<file path="src/axi_bridge_pkg.sv">
`default_nettype none

package axi_bridge_pkg;

    // ------------------------------------------------------------------------
    // Widths
    // ------------------------------------------------------------------------
    localparam int ADDR_W    = 32;
    localparam int DATA_W    = 32;
    localparam int BUF_DEPTH = 16;
    // Request length holds beats minus one
    localparam int LEN_W     = 4;

    typedef logic [ADDR_W-1:0] addr_t;
    typedef logic [DATA_W-1:0] data_t;
    typedef logic [LEN_W-1:0]  blen_t;
    typedef logic [1:0]        resp_t;

    localparam resp_t RESP_OKAY = 2'b00;

    // ------------------------------------------------------------------------
    // Engine state machines
    // ------------------------------------------------------------------------
    typedef enum logic [1:0] {
        RD_IDLE,
        RD_ADDR,
        RD_DATA,
        RD_DONE
    } rd_state_t;

    typedef enum logic [2:0] {
        WR_IDLE,
        WR_ADDR,
        WR_DATA,
        WR_RESP,
        WR_DONE
    } wr_state_t;

endpackage

`default_nettype wire
</file>
<file path="src/axi_req_if.sv">
`timescale 1ns/1ns
`default_nettype none

// One dispatched request and its completion
interface axi_req_if import axi_bridge_pkg::*; ();

    logic  start;
    addr_t addr;
    blen_t len;

    logic  done;
    resp_t resp;

    // Dispatcher side
    modport disp (
        output start,
        output addr,
        output len,
        input  done,
        input  resp
    );

    // Engine side
    modport eng (
        input  start,
        input  addr,
        input  len,
        output done,
        output resp
    );

endinterface

`default_nettype wire

</file>
<file path="src/axi_bridge_top.sv">
`timescale 1ns/1ns
`default_nettype none

module axi_bridge_top import axi_bridge_pkg::*; (
     input  wire         o_axi_aclk
 ,   input  wire         i_rst_n

     // Host request
 ,   input  wire         i_req_valid
 ,   input  wire         i_req_write
 ,   input  wire addr_t  i_req_addr
 ,   input  wire blen_t  i_req_len

     // Write buffer load
 ,   input  wire         i_wbuf_we
 ,   input  wire blen_t  i_wbuf_idx
 ,   input  wire data_t  i_wbuf_data

     // Status and read data
 ,   output logic        o_busy
 ,   output logic        o_done
 ,   output resp_t       o_resp
 ,   output logic        o_rd_valid
 ,   output data_t       o_rd_data
 ,   output logic        o_rd_last

     // AXI master read
 ,   output addr_t       o_m_araddr
 ,   output logic [7:0]  o_m_arlen
 ,   output logic        o_m_arvalid
 ,   input  wire         i_m_arready
 ,   input  wire data_t  i_m_rdata
 ,   input  wire resp_t  i_m_rresp
 ,   input  wire         i_m_rlast
 ,   input  wire         i_m_rvalid
 ,   output logic        o_m_rready

     // AXI master write
 ,   output addr_t       o_m_awaddr
 ,   output logic [7:0]  o_m_awlen
 ,   output logic        o_m_awvalid
 ,   input  wire         i_m_awready
 ,   output data_t       o_m_wdata
 ,   output logic        o_m_wlast
 ,   output logic        o_m_wvalid
 ,   input  wire         i_m_wready
 ,   input  wire resp_t  i_m_bresp
 ,   input  wire         i_m_bvalid
 ,   output logic        o_m_bready
);

    axi_req_if rd_req_if ();
    axi_req_if wr_req_if ();

    blen_t buf_ridx;
    data_t buf_rdata;

    // ------------------------------------------------------------------------
    // Dispatcher and write buffer
    // ------------------------------------------------------------------------
    req_dispatch u_dispatch (
         .o_axi_aclk   (o_axi_aclk  )
     ,   .i_rst_n      (i_rst_n     )
     ,   .i_req_valid  (i_req_valid )
     ,   .i_req_write  (i_req_write )
     ,   .i_req_addr   (i_req_addr  )
     ,   .i_req_len    (i_req_len   )
     ,   .o_busy       (o_busy      )
     ,   .o_done       (o_done      )
     ,   .o_resp       (o_resp      )
     ,   .rd_req       (rd_req_if   )
     ,   .wr_req       (wr_req_if   )
    );

    wr_data_buf u_wbuf (
         .o_axi_aclk   (o_axi_aclk  )
     ,   .i_we         (i_wbuf_we   )
     ,   .i_widx       (i_wbuf_idx  )
     ,   .i_wdata      (i_wbuf_data )
     ,   .i_ridx       (buf_ridx    )
     ,   .o_rdata      (buf_rdata   )
    );

    // ------------------------------------------------------------------------
    // Master engines
    // ------------------------------------------------------------------------
    axi_rd_engine u_rd_engine (
         .o_axi_aclk   (o_axi_aclk  )
     ,   .i_rst_n      (i_rst_n     )
     ,   .req          (rd_req_if   )
     ,   .o_m_araddr   (o_m_araddr  )
     ,   .o_m_arlen    (o_m_arlen   )
     ,   .o_m_arvalid  (o_m_arvalid )
     ,   .i_m_arready  (i_m_arready )
     ,   .i_m_rdata    (i_m_rdata   )
     ,   .i_m_rresp    (i_m_rresp   )
     ,   .i_m_rlast    (i_m_rlast   )
     ,   .i_m_rvalid   (i_m_rvalid  )
     ,   .o_m_rready   (o_m_rready  )
     ,   .o_rd_valid   (o_rd_valid  )
     ,   .o_rd_data    (o_rd_data   )
     ,   .o_rd_last    (o_rd_last   )
    );

    axi_wr_engine u_wr_engine (
         .o_axi_aclk   (o_axi_aclk  )
     ,   .i_rst_n      (i_rst_n     )
     ,   .req          (wr_req_if   )
     ,   .o_buf_idx    (buf_ridx    )
     ,   .i_buf_data   (buf_rdata   )
     ,   .o_m_awaddr   (o_m_awaddr  )
     ,   .o_m_awlen    (o_m_awlen   )
     ,   .o_m_awvalid  (o_m_awvalid )
     ,   .i_m_awready  (i_m_awready )
     ,   .o_m_wdata    (o_m_wdata   )
     ,   .o_m_wlast    (o_m_wlast   )
     ,   .o_m_wvalid   (o_m_wvalid  )
     ,   .i_m_wready   (i_m_wready  )
     ,   .i_m_bresp    (i_m_bresp   )
     ,   .i_m_bvalid   (i_m_bvalid  )
     ,   .o_m_bready   (o_m_bready  )
    );

endmodule

`default_nettype wire

</file>
<file path="src/axi_wr_engine.sv">
`timescale 1ns/1ns
`default_nettype none

module axi_wr_engine import axi_bridge_pkg::*; (
     input  wire         o_axi_aclk
 ,   input  wire         i_rst_n

 ,   axi_req_if.eng      req

     // Write buffer read port
 ,   output blen_t       o_buf_idx
 ,   input  wire data_t  i_buf_data

     // AW channel
 ,   output addr_t       o_m_awaddr
 ,   output logic [7:0]  o_m_awlen
 ,   output logic        o_m_awvalid
 ,   input  wire         i_m_awready

     // W channel
 ,   output data_t       o_m_wdata
 ,   output logic        o_m_wlast
 ,   output logic        o_m_wvalid
 ,   input  wire         i_m_wready

     // B channel
 ,   input  wire resp_t  i_m_bresp
 ,   input  wire         i_m_bvalid
 ,   output logic        o_m_bready
);

    wr_state_t state;
    blen_t     beat;
    blen_t     len_q;
    resp_t     resp_q;
    logic      w_hs;

    assign w_hs        = o_m_wvalid & i_m_wready;
    assign o_m_awvalid = (state == WR_ADDR);
    assign o_m_wvalid  = (state == WR_DATA);
    assign o_m_bready  = (state == WR_RESP);
    assign o_m_wlast   = (state == WR_DATA) && (beat == len_q);

    // Fetch the following word on each accepted beat, so the buffer
    // output already holds it in the next cycle
    assign o_buf_idx = w_hs ? beat + blen_t'(1) : beat;
    assign o_m_wdata = i_buf_data;

    assign req.done = (state == WR_DONE);
    assign req.resp = resp_q;

    always_ff @(posedge o_axi_aclk or negedge i_rst_n) begin
        if (!i_rst_n) begin
            state <= WR_IDLE;
            beat  <= '0;
        end else begin
            case (state)
                WR_IDLE: begin
                    if (req.start) begin
                        state <= WR_ADDR;
                    end
                end
                WR_ADDR: begin
                    if (i_m_awready) begin
                        state <= WR_DATA;
                    end
                end
                WR_DATA: begin
                    if (w_hs) begin
                        if (o_m_wlast) begin
                            // Back to word 0 for the next burst
                            beat  <= '0;
                            state <= WR_RESP;
                        end else begin
                            beat <= beat + blen_t'(1);
                        end
                    end
                end
                WR_RESP: begin
                    if (i_m_bvalid) begin
                        state <= WR_DONE;
                    end
                end
                WR_DONE: state <= WR_IDLE;
                default: state <= WR_IDLE;
            endcase
        end
    end

    // ------------------------------------------------------------------------
    // Address and response payload
    // ------------------------------------------------------------------------
    always_ff @(posedge o_axi_aclk) begin
        if (state == WR_IDLE && req.start) begin
            o_m_awaddr <= req.addr;
            o_m_awlen  <= {{(8-LEN_W){1'b0}}, req.len};
            len_q      <= req.len;
        end
        if (o_m_bready && i_m_bvalid) begin
            resp_q <= i_m_bresp;
        end
    end

endmodule

`default_nettype wire

</file>
<file path="src/axi_rd_engine.sv">
`timescale 1ns/1ns
`default_nettype none

module axi_rd_engine import axi_bridge_pkg::*; (
     input  wire         o_axi_aclk
 ,   input  wire         i_rst_n

 ,   axi_req_if.eng      req

     // AR channel
 ,   output addr_t       o_m_araddr
 ,   output logic [7:0]  o_m_arlen
 ,   output logic        o_m_arvalid
 ,   input  wire         i_m_arready

     // R channel
 ,   input  wire data_t  i_m_rdata
 ,   input  wire resp_t  i_m_rresp
 ,   input  wire         i_m_rlast
 ,   input  wire         i_m_rvalid
 ,   output logic        o_m_rready

     // Beats to the requester
 ,   output logic        o_rd_valid
 ,   output data_t       o_rd_data
 ,   output logic        o_rd_last
);

    rd_state_t state;
    resp_t     resp_q;
    logic      done_q;
    logic      r_hs;

    assign r_hs        = o_m_rready & i_m_rvalid;
    assign o_m_arvalid = (state == RD_ADDR);
    assign o_m_rready  = (state == RD_DATA);

    assign req.done = done_q;
    assign req.resp = resp_q;

    always_ff @(posedge o_axi_aclk or negedge i_rst_n) begin
        if (!i_rst_n) begin
            state      <= RD_IDLE;
            resp_q     <= RESP_OKAY;
            done_q     <= 1'b0;
            o_rd_valid <= 1'b0;
            o_rd_last  <= 1'b0;
        end else begin
            // Done trails the last forwarded beat by one cycle
            done_q     <= (state == RD_DONE);
            o_rd_valid <= r_hs;
            o_rd_last  <= r_hs & i_m_rlast;
            case (state)
                RD_IDLE: begin
                    if (req.start) begin
                        resp_q <= RESP_OKAY;
                        state  <= RD_ADDR;
                    end
                end
                RD_ADDR: begin
                    if (i_m_arready) begin
                        state <= RD_DATA;
                    end
                end
                RD_DATA: begin
                    if (r_hs) begin
                        // Worst response over the burst
                        if (i_m_rresp > resp_q) begin
                            resp_q <= i_m_rresp;
                        end
                        if (i_m_rlast) begin
                            state <= RD_DONE;
                        end
                    end
                end
                default: state <= RD_IDLE;
            endcase
        end
    end

    // ------------------------------------------------------------------------
    // Address and beat payload
    // ------------------------------------------------------------------------
    always_ff @(posedge o_axi_aclk) begin
        if (state == RD_IDLE && req.start) begin
            o_m_araddr <= req.addr;
            o_m_arlen  <= {{(8-LEN_W){1'b0}}, req.len};
        end
        if (r_hs) begin
            o_rd_data <= i_m_rdata;
        end
    end

endmodule

`default_nettype wire

</file>
<file path="src/wr_data_buf.sv">
`timescale 1ns/1ns
`default_nettype none

module wr_data_buf import axi_bridge_pkg::*; (
     input  wire         o_axi_aclk

     // Host load port
 ,   input  wire         i_we
 ,   input  wire blen_t  i_widx
 ,   input  wire data_t  i_wdata

     // Engine read port
 ,   input  wire blen_t  i_ridx
 ,   output data_t       o_rdata
);

    data_t mem [BUF_DEPTH];

    always_ff @(posedge o_axi_aclk) begin
        if (i_we) begin
            mem[i_widx] <= i_wdata;
        end
    end

    // Registered read, data one cycle after the index
    always_ff @(posedge o_axi_aclk) begin
        o_rdata <= mem[i_ridx];
    end

endmodule

`default_nettype wire

</file>
<file path="src/req_dispatch.sv">
`timescale 1ns/1ns
`default_nettype none

module req_dispatch import axi_bridge_pkg::*; (
     input  wire         o_axi_aclk
 ,   input  wire         i_rst_n

 ,   input  wire         i_req_valid
 ,   input  wire         i_req_write
 ,   input  wire addr_t  i_req_addr
 ,   input  wire blen_t  i_req_len

 ,   output logic        o_busy
 ,   output logic        o_done
 ,   output resp_t       o_resp

 ,   axi_req_if.disp     rd_req
 ,   axi_req_if.disp     wr_req
);

    logic  busy_q;
    logic  accept;
    logic  rd_start_q;
    logic  wr_start_q;
    addr_t addr_q;
    blen_t len_q;

    // Only one request in flight
    assign accept = i_req_valid & ~o_busy;

    // Completion merge, busy drops in the done cycle itself
    assign o_done = rd_req.done | wr_req.done;
    assign o_resp = wr_req.done ? wr_req.resp : rd_req.resp;
    assign o_busy = busy_q & ~o_done;

    assign rd_req.start = rd_start_q;
    assign rd_req.addr  = addr_q;
    assign rd_req.len   = len_q;

    assign wr_req.start = wr_start_q;
    assign wr_req.addr  = addr_q;
    assign wr_req.len   = len_q;

    always_ff @(posedge o_axi_aclk or negedge i_rst_n) begin
        if (!i_rst_n) begin
            busy_q     <= 1'b0;
            rd_start_q <= 1'b0;
            wr_start_q <= 1'b0;
        end else begin
            rd_start_q <= accept & ~i_req_write;
            wr_start_q <= accept & i_req_write;
            if (accept) begin
                busy_q <= 1'b1;
            end else if (o_done) begin
                busy_q <= 1'b0;
            end
        end
    end

    // Request payload
    always_ff @(posedge o_axi_aclk) begin
        if (accept) begin
            addr_q <= i_req_addr;
            len_q  <= i_req_len;
        end
    end

endmodule

`default_nettype wire

</file>
<file path="config.mk">
export PLATFORM = sky130hd
export DESIGN_NAME = axi_bridge_top
export DESIGN_NICKNAME = d
export VERILOG_FILES = /design/src/axi_bridge_pkg.sv /design/src/axi_req_if.sv /design/src/axi_bridge_top.sv /design/src/axi_wr_engine.sv /design/src/axi_rd_engine.sv /design/src/wr_data_buf.sv /design/src/req_dispatch.sv
export SDC_FILE = /design/constraint.sdc
export NUM_CORES = 1
export LEC_CHECK = 0
export BUFFER_PORTS_ARGS = -buffer_cell sky130_fd_sc_hd__clkbuf_2
export CAP_MARGIN = 30
export CORE_ASPECT_RATIO = 1.25
export CORE_MARGIN = 10
export CORE_UTILIZATION = 50
export DETAILED_ROUTE_END_ITERATION = 8
export HOLD_SLACK_MARGIN = 0.1
export PLACE_DENSITY_LB_ADDON = 0.15
export SLEW_MARGIN = 10
export SYNTH_ARGS = -nofsm -noshare
export SYNTH_HDL_FRONTEND = slang
export SYNTH_SLANG_ARGS = --single-unit
</file>
<file path="constraint.sdc">
create_clock -name o_axi_aclk -period 4.1 [get_ports o_axi_aclk]
set_input_delay 0.82 -clock o_axi_aclk [delete_from_list [all_inputs] [get_ports o_axi_aclk]]
set_output_delay 0.82 -clock o_axi_aclk [all_outputs]
set_load 0.1 [all_outputs]
</file>
==> results of run 1 <==
registers in the layout (all words and copies together), names as in the netlist:
signal,cells
u_dispatch.busy_q,1
u_dispatch.rd_req.addr,32
u_dispatch.rd_req.len,4
u_dispatch.rd_req.start,1
u_dispatch.wr_req.start,1
u_rd_engine.o_m_araddr,32
u_rd_engine.o_m_arlen,4
u_rd_engine.o_rd_data,32
u_rd_engine.o_rd_last,1
u_rd_engine.o_rd_valid,1
u_rd_engine.req.done,1
u_rd_engine.req.resp,2
u_rd_engine.state,2
u_wbuf.mem,512
u_wbuf.o_rdata,32
u_wr_engine.beat,4
u_wr_engine.len_q,4
u_wr_engine.o_m_awaddr,32
u_wr_engine.req.resp,2
u_wr_engine.state,3
layer usage:
metal | vias up | share of wire | track usage
li1 | 8728 | - | -
met1 | 10100 | 0.39 | 0.289
met5 | - | 0 | 0
met4 | 0 | 0.024 | 0.0800
met2 | 866 | 0.51 | 0.403
met3 | 127 | 0.075 | 0.0440
worst min path at each step:
stage                                from                    endpoint  slack (ns)  cells after the start
6_report                          i_rst_n           u_dispatch.busy_q        0.15                      1
5_1_grt                           i_rst_n        u_rd_engine.req.done        0.17                      1
4_1_cts                           i_rst_n           u_dispatch.busy_q        0.14                      1
3_5_place_dp   u_dispatch.rd_req.addr[13]  u_wr_engine.o_m_awaddr[13]        0.43                      0
3_3_place_gp    u_dispatch.rd_req.addr[6]   u_rd_engine.o_m_araddr[6]        0.42                      0
2_1_floorplan   u_dispatch.rd_req.addr[0]   u_rd_engine.o_m_araddr[0]        0.42                      0
power groups by stage:
| stage | combinational, mW | clock, mW | sequential (mW) |
|---|---|---|---|
| after global placement | 9.13 | 0 | 8.95 |
| after floorplan | 5.27 | 0 | 10.7 |
| after global routing | 9.89 | 6.92 | 8.87 |
| after detailed placement | 9.29 | 0 | 8.96 |
| after CTS | 9.32 | 6.63 | 8.82 |
| final | 9.31 | 6.55 | 8.82 |
placed cells by master, fill, tap and decap left out, drive strengths merged, types with 22 or more instances in the layout:
cell	instances
mux2i	157
o21bai	22
mux2	39
clkbuf	367
nand2	140
or3	47
o211ai	27
o221ai	54
nor4	28
nor3	56
o21ai	70
buf	66
edfxtp	654
o22ai	176
nand3	37
dfxtp	32
nor2	137
o2111ai	31
a21oi	44
synth_stat cells, types with 17 or more instances:
| cell | n |
|---|---|
| a21oi_1 | 44 |
| buf_2 | 79 |
| buf_4 | 22 |
| clkbuf_1 | 43 |
| dfrtp_1 | 17 |
| dfxtp_1 | 32 |
| edfxtp_1 | 654 |
| mux2_2 | 38 |
| mux2i_1 | 157 |
| nand2_1 | 139 |
| nand3_1 | 35 |
| nor2_1 | 135 |
| nor3_1 | 56 |
| nor4_1 | 26 |
| o2111ai_1 | 31 |
| o211ai_1 | 27 |
| o21ai_0 | 55 |
| o21bai_1 | 22 |
| o221ai_1 | 54 |
| o22ai_1 | 176 |
| or3_1 | 47 |
kinds of logic after synthesis:
group                      Yosys count  share of synthesized area
AOI/OAI and AO/OA                  501                      0.116
xor gates and xnor gates             5                    0.00148
adders and majority gates            8                    0.00338
buffers and inverters              175                     0.0309
DFF                                703                      0.700
muxes                              202                     0.0725
other                                1                   0.000127
and+or+nand+nor                    479                     0.0761
area by class of cell:
class	instances	share of cell area
sequential	703	0.606
multi-input combinational	1203	0.239
timing repair buffer	332	0.0585
clock buffer	101	0.0582
tap	757	0.0277
clock inverter	26	0.0101
inverter	11	0.00121
worst register-to-register path, stage by stage (launching register included):
cell and delay (ns):
dfrtp_4 0.53, ha_4 0.66, nand2b_2 0.71, buf_12 0.28
o22ai_1 0.09, nor4_1 0.65, a21oi_1 0.08, nand3_1 0.11
==> impl_metrics.ini, run 1 <==
[critical_path]
critPathSlowestCell = nor3b_1
criticalPathCategory = reg2out
timing.rr.start = u_wr_engine.beat[0]
reg2reg_depth = 7
cp_cell_sequence = nor3b_1 -> nor2_1 -> nand2_1 -> inv_1 -> clkbuf_2
required_ns = 3.28
crit_path_start_kind = register
slowest_delay_ns = 0.53
arrival_ns = 2.44
endpoint = o_busy
reg2reg_slack_ns = 0.92
endpoint_kind = output port
path_depth = 5
crit_fanout = 13
timing.rr.end = u_wbuf.o_rdata[4]
startpoint = u_wr_engine.state[0]
critPathTopFamily = simple AND/OR/NAND/NOR gates
cp.buffers_inverters = 2

[sta]
setup_violations = 0
relSlewSlack = 0.369
whs_ns = 0.147
slew_violations = 0
setup_ws_ns = 0.838
tns_ns = 0
hold_viol = 0
worstMarginPinSlew_ns = 0.946
rsz0062_at_grt = no
period_needed_ns = 3.26
clock_skew_ns = 0.0179
max_freq_mhz = 307
finalCritPeriodShare = 0.796

[pwr]
p_switching_mw = 9.66
power_mw = 24.7
seq_power_share = 0.357
leakage_nw = 11.9
ir_drop_mv = 0.628
power_density_nw_per_um2 = 721
pwr-share-clk = 0.265
power_switching_share = 0.392
power_frac_comb = 0.377
p_int_mw = 15.0

[synth]
yosysWarningCount = 0
ys_seq_area_frac = 0.700
syn_inst = 2074
synth_top_area_frac = 0.664
ys_types = 67
postSynthRegisterBits = 703
synth_area_um2 = 29600
async_reset_ff_frac = 0.0242
syn_area_per_cell_um2 = 14.3
synth_top_cell_by_area = edfxtp_1
synth_edf_count = 654
synth_flop_cell = edfxtp_1
synthTopCellsByArea = edfxtp_1 66%, mux2i_1 5.3%, o22ai_1 3.7%, dfxtp_1 2.2%, nand2_1 1.8%

[place]
hpwl_um = 50400
io_buffer_count = 266
finalWeightedCongestion = 0.798
place_ws_ns = 0.797
dp.cells = 3006
dpl_cell_area_um2 = 31900

[cts]
clock_latency_ns = 0.61
cts.hold.buffers_added = 0
cts_resized = 0
clock_sinks = 703
cts_setup_buffers = 0
clock_path_buffers = 3
htreeDepth = 3
cts_tree = built
cts_root_buffer = clkbuf_16
clk_pin_slew_ns = 0.06
cts_buffers = 69

[finish]
fill_cells = 4570
fin_cells = 3133
drive_gt1_frac = 0.218
antennaDiodeCount = 0
fin_util = 0.585
final_area_um2 = 34200
fin_nets = 2447
syn_to_final_growth_pct = 15.6
seqCellArea_um2 = 20700
multi_input_area_um2 = 8170

[global_routing]
overflow = 0
grt_max_degree = 169
grt_pass1_vias = 20200
grt_pass1_wl_um = 124000
antenna_found_initial = 0
grt_usage = 0.233

[routing]
drc = 0
via_count = 19800
wl_per_cell_um = 26.5
drtIter0Drc = 1823
ant_nets = 0
routed_wirelength_um = 83000
viasPerCell = 6.33
drt_pass1_iterations = 6

[floorplanning]
core_um2 = 58500
io_pins = 275
die_w_um = 238
num_rows = 99
initial_core_util = 0.506
die_area_um2 = 69400
die_h_um = 292

[worst_hold_path]
hold_class = in2async

[flow_run]
drv_cap = 0

[run_status]
status = completed
Power figures use the tool's default switching activity.
==> inputs of run 2 (changes only) <==
==> constraint.sdc (replaced) <==
create_clock -name o_axi_aclk -period 2.6 [get_ports o_axi_aclk]
set_input_delay 0.52 -clock o_axi_aclk [delete_from_list [all_inputs] [get_ports o_axi_aclk]]
set_output_delay 0.52 -clock o_axi_aclk [all_outputs]
set_load 0.1 [all_outputs]
==> run 2 against run 1 <==
Compared with the run above: clock skew rose by 0.0028 ns; non-clock buffer count rose by 109; flip-flop and latch count did not move; wire length rose by 1.0%; combinational power rose by 71%; critical path depth fell by 1.
==> impl_metrics.ini, run 2 (synthesis results as in run 1) <==
[finish]
fin_util = 0.611
layout_commonest_cell = edfxtp_1
final_cell_mix = 654 x edfxtp_1, 260 x clkbuf_2, 176 x o22ai_1, 157 x mux2i_1, 137 x nand2_1
fin_cells = 3249
fill_cells = 4421
drive_gt1_frac = 0.231
fin_nets = 2558
largest-register = u_wbuf.mem
final_area_um2 = 35700
largest_register_ffs = 512
syn_to_final_growth_pct = 20.6

[cts]
cts_tree = built
htreeDepth = 3
clock_sinks = 703
clk_pin_slew_ns = 0.06
cts_root_buffer = clkbuf_16
cts_buffers = 71
clock_latency_ns = 0.61
clock_path_buffers = 3

[pwr]
power_density_nw_per_um2 = 1120
leakage_nw = 12.5
ir_drop_mv = 0.790
power_mw = 39.8

[place]
dpl_cell_area_um2 = 32500
dp.cells = 3034
finalWeightedCongestion = 0.798
hpwl_um = 50000
io_buffer_count = 266
place_ws_ns = 0.138

[global_routing]
overflow = 0
grt_pass1_vias = 21100
grt_max_degree = 57
grt_usage = 0.235
grt_pass1_wl_um = 126000
antenna_found_initial = 4

[routing]
m1WireLength_um = 32600
drc = 0
drt_pass1_iterations = 5
wl_per_cell_um = 25.8
drtIter0Drc = 1745
ant_nets = 0
via_count = 20100
highest_layer = met5
route.met2.wl_um = 43200
viasPerCell = 6.20
routed_wirelength_um = 83900
met3_length_um = 6250

[sta]
slew_violations = 0
tns_ns = 0
max_freq_mhz = 392
relSlewSlack = 0.482
period_needed_ns = 2.55
finalCritPeriodShare = 0.980
rsz0062_at_grt = yes
setup_violations = 0
clock_skew_ns = 0.0207
whs_ns = 0.133
hold_viol = 0
setup_ws_ns = 0.0515
worstMarginPinSlew_ns = 0.776

[critical_path]
cp_cell_sequence = xor2_2 -> nor4_4 -> and2_4 -> buf_12
criticalPathCategory = reg2out
arrival_ns = 2.03
critPathSlowestCell = dfrtp_4
critPathTopFamily = flip-flops
endpoint_kind = output port
required_ns = 2.08
slowest_delay_ns = 0.53
crit_path_start_kind = register
crit_fanout = 6
cp.buffers_inverters = 1

[floorplanning]
die_w_um = 238
core_um2 = 58500
die_h_um = 292
num_rows = 99
io_pins = 275
initial_core_util = 0.506
die_area_um2 = 69400

[flow_run]
drv_cap = 0

[run_status]
status = completed

[worst_hold_path]
hold_class = in2reg
## run 2: cell types whose count changed in the layout (fill, tap and decap cells not counted), moves of 4 or more
cell	change
dlygate4sd3_1	+72
buf_12	+29
clkinv_2	+10
buf_4	+7
clkbuf_2	-6
clkbuf_16	+5
nor3_2	-5
nor3_4	+5
bufinv_16	-4
## run 2: layout make-up
| type | count | area [µm²] | area share |
|---|---|---|---|
| clock inverter | 32 | 280 | 0.00785 |
| antenna | 3 | 7.51 | 0.000210 |
| inverter | 11 | 41.3 | 0.00116 |
| clock buffer | 99 | 2030 | 0.0567 |
| timing repair buffer | 441 | 3440 | 0.0963 |
| multi-input combinational | 1203 | 8250 | 0.231 |
| tap | 757 | 947 | 0.0265 |
| sequential | 703 | 20700 | 0.580 |
## run 2: worst register-to-register path: cells and delay by family (launching register included)
| kind | cells | cell delay, ns |
|---|---|---|
| buffers and inverters | 2 | 0.41 |
| AND/OR/NAND/NOR | 2 | 0.61 |
| flip-flops | 1 | 0.48 |
| adder cells (fa/ha/maj) | 1 | 0.34 |
| AO/OA/AOI/OAI | 2 | 0.47 |
## run 2: worst paths after layout
kind	from	to	slack (ns)	cells after the start
min in group asynchronous	i_rst_n	u_rd_engine.o_rd_last	0.40	2
min	i_req_valid	u_dispatch.busy_q	0.13	2
max in group asynchronous	i_rst_n	u_wr_engine.beat[1]	1.84	2
min reg2reg	u_dispatch.rd_req.addr[14]	u_rd_engine.o_m_araddr[14]	0.45	0
max	u_wr_engine.beat[0]	o_m_wlast	0.05	4
max reg2reg	u_wr_engine.beat[1]	u_wbuf.o_rdata[0]	0.18	7
## run 2: power by group
group / internal [mW] / switching (mW) / leakage (nW)
Combinational: 5.04 / 10.8 / 4.95
Sequential: 13.4 / 0.475 / 6.40
Clock: 5.86 / 4.24 / 1.14
Total: 24.3 / 15.5 / 12.5
## run 2: repair_timing
| action | 4_1_cts | 5_1_grt |
|---|---|---|
| pin swaps | 2 | 3 |
| endpoints found under the hold margin | 88 | 0 |
| cloned | 0 | 1 |
| endpoints found under the setup margin | 4 | 7 |
| setup buffers | 2 | 6 |
| resized for setup | 12 | 6 |
| hold buffers | 72 | 0 |
## run 2: metal layers
metal,GRT usage,vias up
li1,-,8956
met2,0.409,803
met3,0.0507,130
met1,0.287,10300
met5,0,-
met4,0.0737,2
